$ cat src/common/radio_ctrl_pkg.sv
// --------------------------------------------------
// shared widths, address map and types for the
// radio-clock control path; all logic is on radio_clk
// slot registers sit at SR_DB_BASE + 16*slot + offset
// --------------------------------------------------
`default_nettype none

package radio_ctrl_pkg;

   // --------------------------------------------------
   // sizes
   // --------------------------------------------------
   localparam int NUM_SLOTS      = 2;
   localparam int CHANS_PER_SLOT = 2;
   localparam int GPIO_WIDTH     = 32;
   localparam int FP_GPIO_WIDTH  = 12;
   localparam int ADDR_WIDTH     = 8;

   // --------------------------------------------------
   // default address map
   // --------------------------------------------------
   localparam logic [ADDR_WIDTH-1:0] SR_DB_BASE = 8'd160;
   localparam logic [ADDR_WIDTH-1:0] SR_FP_SRC  = 8'd192;
   localparam int SLOT_STRIDE   = 16;
   localparam int SLOT_OFF_BITS = $clog2(SLOT_STRIDE);  // offset bits within a slot

   // register targets, values 0..7 are the slot offsets
   typedef enum logic [3:0] {
      ATR_IDLE = 4'd0,
      ATR_RX   = 4'd1,
      ATR_TX   = 4'd2,
      ATR_FDX  = 4'd3,
      DB_DDR   = 4'd4,
      FP_OUT   = 4'd5,
      FP_DDR   = 4'd6,
      MISC_OUT = 4'd7,
      FP_SRC   = 4'd8   // not a slot register
   } reg_sel_e;

   // encoded as {run_tx, run_rx}
   typedef enum logic [1:0] {
      IDLE        = 2'd0,
      RX_ONLY     = 2'd1,
      TX_ONLY     = 2'd2,
      FULL_DUPLEX = 2'd3
   } atr_state_e;

   // one decoded settings write
   typedef struct packed {
      logic                  valid;
      logic                  slot;
      reg_sel_e              target;
      logic [GPIO_WIDTH-1:0] data;
   } set_wr_t;

   typedef struct packed {
      logic [GPIO_WIDTH-1:0] atr_idle;
      logic [GPIO_WIDTH-1:0] atr_rx;
      logic [GPIO_WIDTH-1:0] atr_tx;
      logic [GPIO_WIDTH-1:0] atr_fdx;
      logic [GPIO_WIDTH-1:0] db_ddr;
      logic [GPIO_WIDTH-1:0] fp_out;
      logic [GPIO_WIDTH-1:0] fp_ddr;
      logic [GPIO_WIDTH-1:0] misc_out;
   } slot_regs_t;

   typedef struct packed {
      logic [GPIO_WIDTH-1:0] out;
      logic [GPIO_WIDTH-1:0] ddr;
   } gpio_drive_t;

endpackage

`default_nettype wire

$ cat src/hw/settings_rx.sv
// --------------------------------------------------
// four-phase req/ack settings port
// host keeps addr/data stable while req is high and
// must not raise req again before ack has fallen
// unmapped addresses are acked but write nothing
// --------------------------------------------------
`timescale 1ns/1ps
`default_nettype none

module settings_rx
   import radio_ctrl_pkg::*;
#(
   parameter logic [ADDR_WIDTH-1:0] SR_DB_BASE = radio_ctrl_pkg::SR_DB_BASE,
   parameter logic [ADDR_WIDTH-1:0] SR_FP_SRC  = radio_ctrl_pkg::SR_FP_SRC
)(
   input  wire logic                  radio_clk,
   input  wire logic                  i_rst_n,
   input  wire logic                  i_set_req,
   input  wire logic [ADDR_WIDTH-1:0] i_set_addr,
   input  wire logic [GPIO_WIDTH-1:0] i_set_data,
   output logic                       o_set_ack,
   output set_wr_t                    o_wr
);

   typedef enum logic [1:0] {
      WAIT_REQ,
      WRITE,
      ACK_HIGH
   } hs_state_e;

   hs_state_e             state;
   logic [ADDR_WIDTH-1:0] addr_off;
   logic                  in_slot_range;
   set_wr_t               dec_wr;

   // --------------------------------------------------
   // address decode
   // --------------------------------------------------
   assign addr_off      = i_set_addr - SR_DB_BASE;
   assign in_slot_range = (i_set_addr >= SR_DB_BASE) &&
                          (addr_off < ADDR_WIDTH'(NUM_SLOTS * SLOT_STRIDE));

   always_comb begin
      dec_wr      = '0;
      dec_wr.data = i_set_data;
      if (in_slot_range) begin
         dec_wr.slot   = addr_off[SLOT_OFF_BITS];
         dec_wr.target = reg_sel_e'(addr_off[SLOT_OFF_BITS-1:0]);
         dec_wr.valid  = (addr_off[SLOT_OFF_BITS-1:0] <= 4'(MISC_OUT));  // 8..15 unused
      end else if (i_set_addr == SR_FP_SRC) begin
         dec_wr.target = FP_SRC;
         dec_wr.valid  = 1'b1;
      end
   end

   // --------------------------------------------------
   // handshake FSM
   // --------------------------------------------------
   always_ff @(posedge radio_clk) begin
      if (!i_rst_n) begin
         state     <= WAIT_REQ;
         o_set_ack <= 1'b0;
         o_wr      <= '0;
      end else begin
         o_wr.valid <= 1'b0;  // single-cycle strobe
         case (state)
            WAIT_REQ: begin
               if (i_set_req) begin
                  o_wr  <= dec_wr;  // decoded once per request
                  state <= WRITE;
               end
            end
            WRITE: begin
               state <= ACK_HIGH;  // registers take the write on this edge
            end
            ACK_HIGH: begin
               if (!o_set_ack) begin
                  o_set_ack <= 1'b1;
               end else if (!i_set_req) begin
                  o_set_ack <= 1'b0;
                  state     <= WAIT_REQ;
               end
            end
            default: state <= WAIT_REQ;
         endcase
      end
   end

endmodule

`default_nettype wire

$ cat src/db_control/db_regs.sv
// --------------------------------------------------
// settings register bank of one daughterboard slot
// takes only writes whose slot matches SLOT_INDEX
// FP_SRC writes belong to the front-panel mux
// --------------------------------------------------
`timescale 1ns/1ps
`default_nettype none

module db_regs
   import radio_ctrl_pkg::*;
#(
   parameter int SLOT_INDEX = 0
)(
   input  wire logic                  radio_clk,
   input  wire logic                  i_rst_n,
   input  wire set_wr_t               i_wr,
   output slot_regs_t                 o_regs,
   output logic      [GPIO_WIDTH-1:0] o_misc_out
);

   logic hit;

   assign hit = i_wr.valid && (i_wr.slot == 1'(SLOT_INDEX)) && (i_wr.target != FP_SRC);

   // --------------------------------------------------
   // register file
   // --------------------------------------------------
   always_ff @(posedge radio_clk) begin
      if (!i_rst_n) begin
         o_regs <= '0;
      end else if (hit) begin
         case (i_wr.target)
            ATR_IDLE: o_regs.atr_idle <= i_wr.data;
            ATR_RX:   o_regs.atr_rx   <= i_wr.data;
            ATR_TX:   o_regs.atr_tx   <= i_wr.data;
            ATR_FDX:  o_regs.atr_fdx  <= i_wr.data;
            DB_DDR:   o_regs.db_ddr   <= i_wr.data;
            FP_OUT:   o_regs.fp_out   <= i_wr.data;
            FP_DDR:   o_regs.fp_ddr   <= i_wr.data;
            MISC_OUT: o_regs.misc_out <= i_wr.data;
            default: ;  // no slot register here
         endcase
      end
   end

   // misc out goes straight to the board, already registered
   assign o_misc_out = o_regs.misc_out;

endmodule

`default_nettype wire

$ cat src/db_control/atr_select.sv
// --------------------------------------------------
// ATR GPIO drive for one slot
// run_rx/run_tx are the OR over the slot's channels
// drive and LEDs follow inputs by one cycle
// --------------------------------------------------
`timescale 1ns/1ps
`default_nettype none

module atr_select
   import radio_ctrl_pkg::*;
(
   input  wire logic        radio_clk,
   input  wire logic        i_rst_n,
   input  wire logic        i_run_rx,
   input  wire logic        i_run_tx,
   input  wire slot_regs_t  i_regs,
   output gpio_drive_t      o_db_gpio,
   output logic      [2:0]  o_led
);

   atr_state_e            atr_state;
   logic [GPIO_WIDTH-1:0] atr_word;
   logic [2:0]            led_next;

   assign atr_state = atr_state_e'({i_run_tx, i_run_rx});

   // pick the ATR word for the current state
   always_comb begin
      case (atr_state)
         IDLE:        atr_word = i_regs.atr_idle;
         RX_ONLY:     atr_word = i_regs.atr_rx;
         TX_ONLY:     atr_word = i_regs.atr_tx;
         FULL_DUPLEX: atr_word = i_regs.atr_fdx;
         default:     atr_word = i_regs.atr_idle;
      endcase
   end

   // {rx, txrx_tx, txrx_rx}
   assign led_next = {i_run_rx & ~i_run_tx, i_run_tx, i_run_rx & i_run_tx};

   // --------------------------------------------------
   // output registers
   // --------------------------------------------------
   always_ff @(posedge radio_clk) begin
      if (!i_rst_n) begin
         o_db_gpio <= '0;
         o_led     <= '0;
      end else begin
         o_db_gpio.out <= atr_word;
         o_db_gpio.ddr <= i_regs.db_ddr;  // direction does not follow ATR
         o_led         <= led_next;
      end
   end

endmodule

`default_nettype wire

$ cat src/hw/fp_gpio_mux.sv
// --------------------------------------------------
// front-panel GPIO source mux
// 2 source bits per pin, 0 = slot 0, else slot 1
// only the low FP_GPIO_WIDTH bits of the drive are used
// --------------------------------------------------
`timescale 1ns/1ps
`default_nettype none

module fp_gpio_mux
   import radio_ctrl_pkg::*;
(
   input  wire logic        radio_clk,
   input  wire logic        i_rst_n,
   input  wire set_wr_t     i_wr,
   input  wire slot_regs_t  i_slot_regs [NUM_SLOTS],
   output gpio_drive_t      o_fp_gpio
);

   localparam int SRC_WIDTH = 2 * FP_GPIO_WIDTH;

   logic [SRC_WIDTH-1:0] fp_src;
   gpio_drive_t          fp_next;
   logic                 pin_slot;

   // source register
   always_ff @(posedge radio_clk) begin
      if (!i_rst_n) begin
         fp_src <= '0;
      end else if (i_wr.valid && (i_wr.target == FP_SRC)) begin
         fp_src <= i_wr.data[SRC_WIDTH-1:0];
      end
   end

   // --------------------------------------------------
   // per-pin slot select
   // --------------------------------------------------
   always_comb begin
      fp_next  = '0;  // unused upper pins stay low
      pin_slot = 1'b0;
      for (int i = 0; i < FP_GPIO_WIDTH; i++) begin
         pin_slot       = (fp_src[2*i +: 2] != 2'd0);
         fp_next.out[i] = i_slot_regs[pin_slot].fp_out[i];
         fp_next.ddr[i] = i_slot_regs[pin_slot].fp_ddr[i];
      end
   end

   always_ff @(posedge radio_clk) begin
      if (!i_rst_n) begin
         o_fp_gpio <= '0;
      end else begin
         o_fp_gpio <= fp_next;
      end
   end

endmodule

`default_nettype wire

$ cat src/hw/radio_ctrl_core.sv
// --------------------------------------------------
// radio-clock control path, two daughterboard slots
// slot s owns channels 2s and 2s+1
// single clock domain, no readback path
// --------------------------------------------------
`timescale 1ns/1ps
`default_nettype none

module radio_ctrl_core
   import radio_ctrl_pkg::*;
#(
   parameter logic [ADDR_WIDTH-1:0] SR_DB_BASE = radio_ctrl_pkg::SR_DB_BASE,
   parameter logic [ADDR_WIDTH-1:0] SR_FP_SRC  = radio_ctrl_pkg::SR_FP_SRC
)(
   input  wire logic                                radio_clk,
   input  wire logic                                i_rst_n,
   // settings port
   input  wire logic                                i_set_req,
   input  wire logic [ADDR_WIDTH-1:0]               i_set_addr,
   input  wire logic [GPIO_WIDTH-1:0]               i_set_data,
   output logic                                     o_set_ack,
   // channel activity
   input  wire logic [NUM_SLOTS*CHANS_PER_SLOT-1:0] i_rx_running,
   input  wire logic [NUM_SLOTS*CHANS_PER_SLOT-1:0] i_tx_running,
   // board side
   output gpio_drive_t                              o_db0_gpio,
   output gpio_drive_t                              o_db1_gpio,
   output gpio_drive_t                              o_fp_gpio,
   output logic      [2:0]                          o_radio_led0,
   output logic      [2:0]                          o_radio_led1,
   output logic      [GPIO_WIDTH-1:0]               o_misc_out0,
   output logic      [GPIO_WIDTH-1:0]               o_misc_out1
);

   set_wr_t               set_wr;
   slot_regs_t            slot_regs [NUM_SLOTS];
   gpio_drive_t           db_gpio   [NUM_SLOTS];
   logic [2:0]            led       [NUM_SLOTS];
   logic [GPIO_WIDTH-1:0] misc_out  [NUM_SLOTS];

   settings_rx #(
      .SR_DB_BASE (SR_DB_BASE),
      .SR_FP_SRC  (SR_FP_SRC)
   ) u_settings_rx (
      .radio_clk  (radio_clk),
      .i_rst_n    (i_rst_n),
      .i_set_req  (i_set_req),
      .i_set_addr (i_set_addr),
      .i_set_data (i_set_data),
      .o_set_ack  (o_set_ack),
      .o_wr       (set_wr)
   );

   // --------------------------------------------------
   // per-slot control
   // --------------------------------------------------
   for (genvar s = 0; s < NUM_SLOTS; s++) begin : g_slot
      db_regs #(
         .SLOT_INDEX (s)
      ) u_db_regs (
         .radio_clk  (radio_clk),
         .i_rst_n    (i_rst_n),
         .i_wr       (set_wr),
         .o_regs     (slot_regs[s]),
         .o_misc_out (misc_out[s])
      );

      atr_select u_atr_select (
         .radio_clk (radio_clk),
         .i_rst_n   (i_rst_n),
         .i_run_rx  (|i_rx_running[s*CHANS_PER_SLOT +: CHANS_PER_SLOT]),  // either channel
         .i_run_tx  (|i_tx_running[s*CHANS_PER_SLOT +: CHANS_PER_SLOT]),
         .i_regs    (slot_regs[s]),
         .o_db_gpio (db_gpio[s]),
         .o_led     (led[s])
      );
   end

   fp_gpio_mux u_fp_gpio_mux (
      .radio_clk   (radio_clk),
      .i_rst_n     (i_rst_n),
      .i_wr        (set_wr),
      .i_slot_regs (slot_regs),
      .o_fp_gpio   (o_fp_gpio)
   );

   assign o_db0_gpio   = db_gpio[0];
   assign o_db1_gpio   = db_gpio[1];
   assign o_radio_led0 = led[0];
   assign o_radio_led1 = led[1];
   assign o_misc_out0  = misc_out[0];
   assign o_misc_out1  = misc_out[1];

endmodule

`default_nettype wire

$ cat config.mk
export PLATFORM = sky130hd
export DESIGN_NAME = radio_ctrl_core
export DESIGN_NICKNAME = d
export VERILOG_FILES = /design/src/common/radio_ctrl_pkg.sv /design/src/hw/settings_rx.sv /design/src/db_control/db_regs.sv /design/src/db_control/atr_select.sv /design/src/hw/fp_gpio_mux.sv /design/src/hw/radio_ctrl_core.sv
export SDC_FILE = /design/constraint.sdc
export NUM_CORES = 1
export LEC_CHECK = 0
export ABC_AREA = 1
export BUFFER_PORTS_ARGS = -buffer_cell sky130_fd_sc_hd__buf_2
export CORE_AREA = 2 2 312 314
export CTS_BUF_LIST = sky130_fd_sc_hd__clkbuf_16
export DETAILED_ROUTE_END_ITERATION = 16
export DIE_AREA = 0 0 314 316
export PLACE_DENSITY = 0.44
export SYNTH_ARGS = -nofsm -noshare
export SYNTH_HDL_FRONTEND = slang
export SYNTH_SLANG_ARGS = --single-unit
$ cat constraint.sdc
create_clock -name radio_clk -period 3.8 [get_ports radio_clk]
set_input_delay 0 -clock radio_clk [delete_from_list [all_inputs] [get_ports radio_clk]]
set_output_delay 0 -clock radio_clk [all_outputs]
set_load 0.1 [all_outputs]
==> impl_metrics.env, run 1 <==
export IMPL_drive_gt1_frac=0.110
export IMPL_io_buffers=273
export IMPL_ir_drop_mv=0.290
export IMPL_crit_required_ns=4.36
export IMPL_antenna_found_initial=1
export IMPL_drv_slew=0
export IMPL_synth_edf_count=0
export IMPL_wl_met3_um=6610
export IMPL_drt_pass1_iter_count=5
export IMPL_cts_tree="yes"
export IMPL_p_clk_frac=0.465
export IMPL_clockRootBuffer="clkbuf_16"
export IMPL_p_int_mw=11.2
export IMPL_yosys_area_top_type="dfxtp_1"
export IMPL_hpwlAfterDp_um=65400
export IMPL_drt_iter0_markers=1846
export IMPL_maxCapViolCount=0
export IMPL_ff_latch_area_um2=13100
export IMPL_seqPwrFrac=0.455
export IMPL_power_frac_comb=0.080
export IMPL_preCtsSetupSlack_ns=1.42
export IMPL_ys_types=22
export IMPL_grt_pass1_vias=24100
export IMPL_tns_ns=0
export IMPL_synth_area_leaders="dfxtp_1, nand2_1, inv_1"
export IMPL_clk_pin_slew_ns=0.05
export IMPL_maxUsedRoutingLayer="met4"
export IMPL_multi_input_area_um2=10500
export IMPL_synth_seq_cells=655
export IMPL_nets=4408
export IMPL_fin_cells=5688
export IMPL_p_sw_frac=0.274
export IMPL_total_power_mw=15.4
export IMPL_finalHoldViolations=0
export IMPL_wl_per_cell_um=18.6
export IMPL_crit_path_start_kind="flop"
export IMPL_setup_violations=0
export IMPL_cts_htree_levels=3
export IMPL_clockBufferDepth=3
export IMPL_grt_pass1_wl_um=158000
export IMPL_clock_fmax_mhz=369
export IMPL_cp_end_kind="flop"
export IMPL_ant_nets=0
export IMPL_yosysMostFrequentCell="nand2_1"
export IMPL_timing_rr_start="u_settings_rx.state[0]$_SDFFE_PN0P_"
export IMPL_hold_path_class="input port to flop"
export IMPL_routed_wl_um=106000
export IMPL_fin_crit_ns=2.71
export IMPL_grt_usage=0.211
export IMPL_fin_crit_sh=0.712
export IMPL_status="finished, final reports clean"
export IMPL_rsz0062_at_grt="false"
export IMPL_hold_start="i_rx_running[3]"
export IMPL_core_area_um2=96000
export IMPL_path_max_fanout=33
export IMPL_routabilityCongestion=0.783
export IMPL_post_cts_resize_count=0
export IMPL_grt_overflow=0
export IMPL_dpl_cell_count=5494
export IMPL_die_height_um=316
export IMPL_cts_sinks=655
export IMPL_vias_per_cell=4.48
export IMPL_syn_area_um2=28600
export IMPL_fin_hold_ws_ns=0.0466
export IMPL_area_delta_synth_final_pct=16.8
export IMPL_crit_top_cell="dlygate4sd3_1"
export IMPL_die_area_um2=99200
export IMPL_clock_latency_ns=0.64
export IMPL_cts_made_buffers=79
export IMPL_fill_cells=10500
export IMPL_p_leak_nw=16.0
export IMPL_synthDominantCellAreaShare=0.458
export IMPL_p_switching_mw=4.22
export IMPL_whs_endpoint="g_slot[1].u_atr_select.o_db_gpio[55]$_SDFF_PN0_"
export IMPL_critPathSlowestCell="dlygate4sd3_1"
export IMPL_io_pins=314
export IMPL_synth_seq_area_share=0.458
export IMPL_r2r_end="u_settings_rx.o_wr[35]$_SDFFE_PN0P_"
export IMPL_wl_met2_um=47600
export IMPL_yosys_top_cells_count="nand2_1, inv_1, dfxtp_1"
export IMPL_num_vias=25500
export IMPL_drcViolationCount=0
export IMPL_r2r_cells=7
export IMPL_tightestPinTransition_ns=1.07
export IMPL_worst_slack_ns=1.09
export IMPL_synth_warnings=0
export IMPL_path_class="flop to flop"
export IMPL_arrival_ns=3.27
export IMPL_core_rowCount=114
export IMPL_startpoint="u_settings_rx.state[0]$_SDFFE_PN0P_"
export IMPL_grt_max_degree=138
export IMPL_clock_skew_ns=0.0267
export IMPL_powerDensity_nw_per_um2=460
export IMPL_max_stage_delay_ns=0.59
export IMPL_synth_avg_cell_area_um2=6.79
export IMPL_synth_main_ff_cell="dfxtp_1"
export IMPL_initial_utilization=0.298
export IMPL_postSynthCellCount=4214
export IMPL_async_reset_ff_frac=0
export IMPL_met1Wirelength_um=49800
export IMPL_relSlewSlack=0.287
export IMPL_rrSetupSlack_ns=1.09
export IMPL_whs_path_depth=6
export IMPL_dieWidth_um=314
export IMPL_cp_cell_sequence="inv_1 > nand3_2 > nor2_1 > nand4_1 > dlygate4sd3_1 > nand2_1 > dlygate4sd3_1"
-- layer usage --
metal,up-vias,global-route usage
li1,13000,-
met1,11700,0.295
met2,672,0.337
met3,109,0.0365
met4,0,0.0510
met5,-,0
-- sequential cells by signal, summed over array words and instances (netlist names) --
| signal | flops |
|---|---|
| g_slot.u_db_regs.o_regs | 368 |
| g_slot.u_atr_select.o_db_gpio | 128 |
| g_slot.u_db_regs.o_misc_out | 64 |
| u_settings_rx.o_wr | 38 |
| u_fp_gpio_mux.fp_src | 24 |
| u_fp_gpio_mux.o_fp_gpio | 24 |
| g_slot.u_atr_select.o_led | 6 |
| u_settings_rx.state | 2 |
| u_settings_rx.o_set_ack | 1 |
-- stage by stage --
step	utilization	cell area [um^2]
floorplan	-	28800
global placement	0.318	30500
detailed placement	0.318	30500
CTS	0.348	33400
global route	0.348	33400
finish	0.348	33400
-- worst max-delay path, delay by kind of cell, from the launching register on --
kind / cells / cell delay [ns]
buffers and inverters: 3 / 1.21
and+or+nand+nor: 4 / 1.13
DFF: 1 / 0.31
-- cells in the final DEF, fill, tap and decap left out, types with 13 or more instances in the layout --
master           n
dlygate4sd3_1   57
nor2_1         391
buf_4           81
clkinv_2        13
inv_1          849
nand3_1        160
dfxtp_1        655
clkbuf_16       81
clkinv_1        33
buf_2          272
nand2_1        991
a21oi_1        195
conb_1          40
o21ai_0        241
nand4_1        306
-- worst max path at each step --
stage	to	slack [ns]	cells past startpoint
after floorplan	u_settings_rx.o_set_ack$_SDFFE_PN0N_	2.44	2
after CTS	u_settings_rx.o_wr[35]$_SDFFE_PN0P_	1.09	7
after global routing	u_settings_rx.o_wr[35]$_SDFFE_PN0P_	0.82	7
after detailed placement	g_slot[0].u_db_regs.o_misc_out[29]$_SDFFE_PN0P_	1.42	6
final	u_settings_rx.o_wr[35]$_SDFFE_PN0P_	1.09	7
after global placement	g_slot[0].u_db_regs.o_misc_out[25]$_SDFFE_PN0P_	1.48	6
-- power by group through the flow --
stage          combinational (mW)  clock, mW  sequential, mW
3_3_place_gp                 1.20          0            7.16
6_report                     1.23       7.15            7.01
5_1_grt                      1.30       7.62            7.01
3_5_place_dp                 1.19          0            7.16
2_1_floorplan               0.626          0            7.23
4_1_cts                      1.23       7.36            7.01
-- logic make-up (layout without fill, tap and decap cells) --
logic type,count (synthesis),in the layout,synth area share
DFF,655,655,0.458
buffers and inverters,1245,1403,0.183
other,1,41,0.000131
adders and majority gates,1,1,0.000437
and+or+nand+nor,1876,1876,0.281
AOI/OAI and AO/OA,436,436,0.0763
-- layout make-up --
class / instances / area share
inverters: 851 / 0.0957
diodes: 1 / 0.0000749
flip-flops and latches: 655 / 0.392
clock inverters: 55 / 0.0104
well taps: 1276 / 0.0478
clock buffers: 81 / 0.0606
repair buffers: 416 / 0.0794
multi-input cells: 2353 / 0.314
-- repair_timing --
item | 4_1_cts | 5_1_grt
hold endpoints to repair | 104 | 0
setup buffers | 0 | 0
hold buffers | 57 | 0
Power figures use the tool's default switching activity.
==> run 2, diff against run 1 <==
- clock period: 3.8 -> 2.5 ns (I/O delays scaled with it)
==> impl_metrics.env, run 2 (synthesized netlist as in run 1, its figures left out) <==
export IMPL_dpl_cell_area_um2=31100
export IMPL_rsz0062_at_grt="false"
export IMPL_fin_cells=5753
export IMPL_nets=4465
export IMPL_largest_register="g_slot.u_db_regs.o_regs"
export IMPL_setup_violations=0
export IMPL_antenna_found_initial=3
export IMPL_finalHoldViolations=0
export IMPL_vias_per_cell=4.44
export IMPL_ir_drop_mv=0.420
export IMPL_dpl_cell_count=5552
export IMPL_hold_path_class="input port to flop"
export IMPL_fin_crit_sh=0.898
export IMPL_initial_utilization=0.298
export IMPL_core_area_um2=96000
export IMPL_cp_end_kind="flop"
export IMPL_cts_sinks=655
export IMPL_clk_pin_slew_ns=0.05
export IMPL_path_max_fanout=25
export IMPL_final_util=0.356
export IMPL_fin_area_um2=34200
export IMPL_cts_hold_buf=56
export IMPL_area_delta_synth_final_pct=19.6
export IMPL_final_cell_mix="nand2_1, inv_1, dfxtp_1"
export IMPL_clock_latency_ns=0.64
export IMPL_num_vias=25600
export IMPL_clockBufferDepth=3
export IMPL_powerDensity_nw_per_um2=701
export IMPL_post_cts_resize_count=0
export IMPL_antenna_cells=0
export IMPL_clockRootBuffer="clkbuf_16"
export IMPL_drt_iter0_markers=1753
export IMPL_ant_nets=0
export IMPL_path_class="input port to flop"
export IMPL_dieWidth_um=314
export IMPL_p_leak_nw=16.4
export IMPL_maxCapViolCount=0
export IMPL_grt_pass1_vias=23800
export IMPL_fin_crit_ns=2.24
export IMPL_die_area_um2=99200
export IMPL_drive_gt1_frac=0.123
export IMPL_arrival_ns=2.82
export IMPL_tightestPinTransition_ns=0.890
export IMPL_hpwlAfterDp_um=65800
export IMPL_die_height_um=316
export IMPL_cts_htree_levels=3
export IMPL_layout_commonest_cell="nand2_1"
export IMPL_crit_required_ns=3.07
export IMPL_clock_skew_ns=0.0178
export IMPL_wl_per_cell_um=18.2
export IMPL_crit_path_start_kind="input port"
export IMPL_clock_fmax_mhz=446
export IMPL_drcViolationCount=0
export IMPL_routabilityCongestion=0.788
export IMPL_grt_overflow=0
export IMPL_grt_usage=0.207
export IMPL_io_buffers=273
export IMPL_preCtsSetupSlack_ns=0.529
export IMPL_relSlewSlack=0.406
export IMPL_routed_wl_um=105000
export IMPL_cts_tree="yes"
export IMPL_cts_made_buffers=79
export IMPL_tns_ns=0
export IMPL_largest_reg_flops=368
export IMPL_status="finished, final reports clean"
export IMPL_drt_pass1_iter_count=5
export IMPL_io_pins=314
export IMPL_worst_slack_ns=0.256
export IMPL_core_rowCount=114
export IMPL_total_power_mw=24.0
export IMPL_post_cts_buffers=0
export IMPL_grt_max_degree=95
export IMPL_grt_pass1_wl_um=156000
export IMPL_drv_slew=0
export IMPL_fin_hold_ws_ns=0.0418
==> run 2: cell count changes in the layout (fill, tap and decap cells not counted), sizes merged <==
cell	change
diode	-1
inv	+1
buf	+58
clkinvlp	+3
clkinv	+1
dlygate4sd3	-1
bufinv	+4
==> run 2: layer usage <==
layer | vias up | track usage | share of wire
met5 | - | 0 | 0
met4 | 0 | 0.0544 | 0.019
met3 | 103 | 0.0349 | 0.057
met2 | 622 | 0.328 | 0.44
met1 | 11700 | 0.292 | 0.48
li1 | 13100 | - | -
==> run 2: area by class of cell <==
type,instances,area (um^2)
clock buffers,81,2030
clock inverters,64,485
fillers,10400,61800
inverters,851,3200
multi-input cells,2353,10500
flip-flops and latches,655,13100
well taps,1276,1600
repair buffers,473,3330
==> run 2: power breakdown <==
group	switching (mW)	leakage, nW	total, mW	internal, mW
Clock	4.75	1.29	11.3	6.59
Combinational	1.66	9.86	2.08	0.422
Sequential	0.0514	5.29	10.6	10.5
Total	6.46	16.4	24.0	17.5
==> run 2: critical path, stage by stage <==
cell and delay (ns):
dlygate4sd3_1 0.52, buf_2 0.10, nor2_2 0.03, dlygate4sd3_1 0.57, buf_4 0.19, nor2_2 0.36, buf_4 0.45, nand2_1 0.10
nand3_1 0.25, nand2_1 0.16, inv_1 0.07
==> run 2: final timing paths <==
| check | startpoint | endpoint | slack, ns | depth (start not counted) |
|---|---|---|---|---|
| max | i_tx_running[0] | g_slot[0].u_atr_select.o_db_gpio[45]$_SDFF_PN0_ | 0.26 | 11 |
| min | i_rx_running[1] | g_slot[0].u_atr_select.o_db_gpio[59]$_SDFF_PN0_ | 0.04 | 6 |
| max reg2reg | u_settings_rx.o_wr[33]$_SDFFE_PN0P_ | g_slot[0].u_db_regs.o_regs[36]$_SDFFE_PN0P_ | 0.50 | 6 |
| min reg2reg | g_slot[0].u_db_regs.o_regs[124]$_SDFFE_PN0P_ | g_slot[0].u_atr_select.o_db_gpio[28]$_SDFF_PN0_ | 0.42 | 2 |
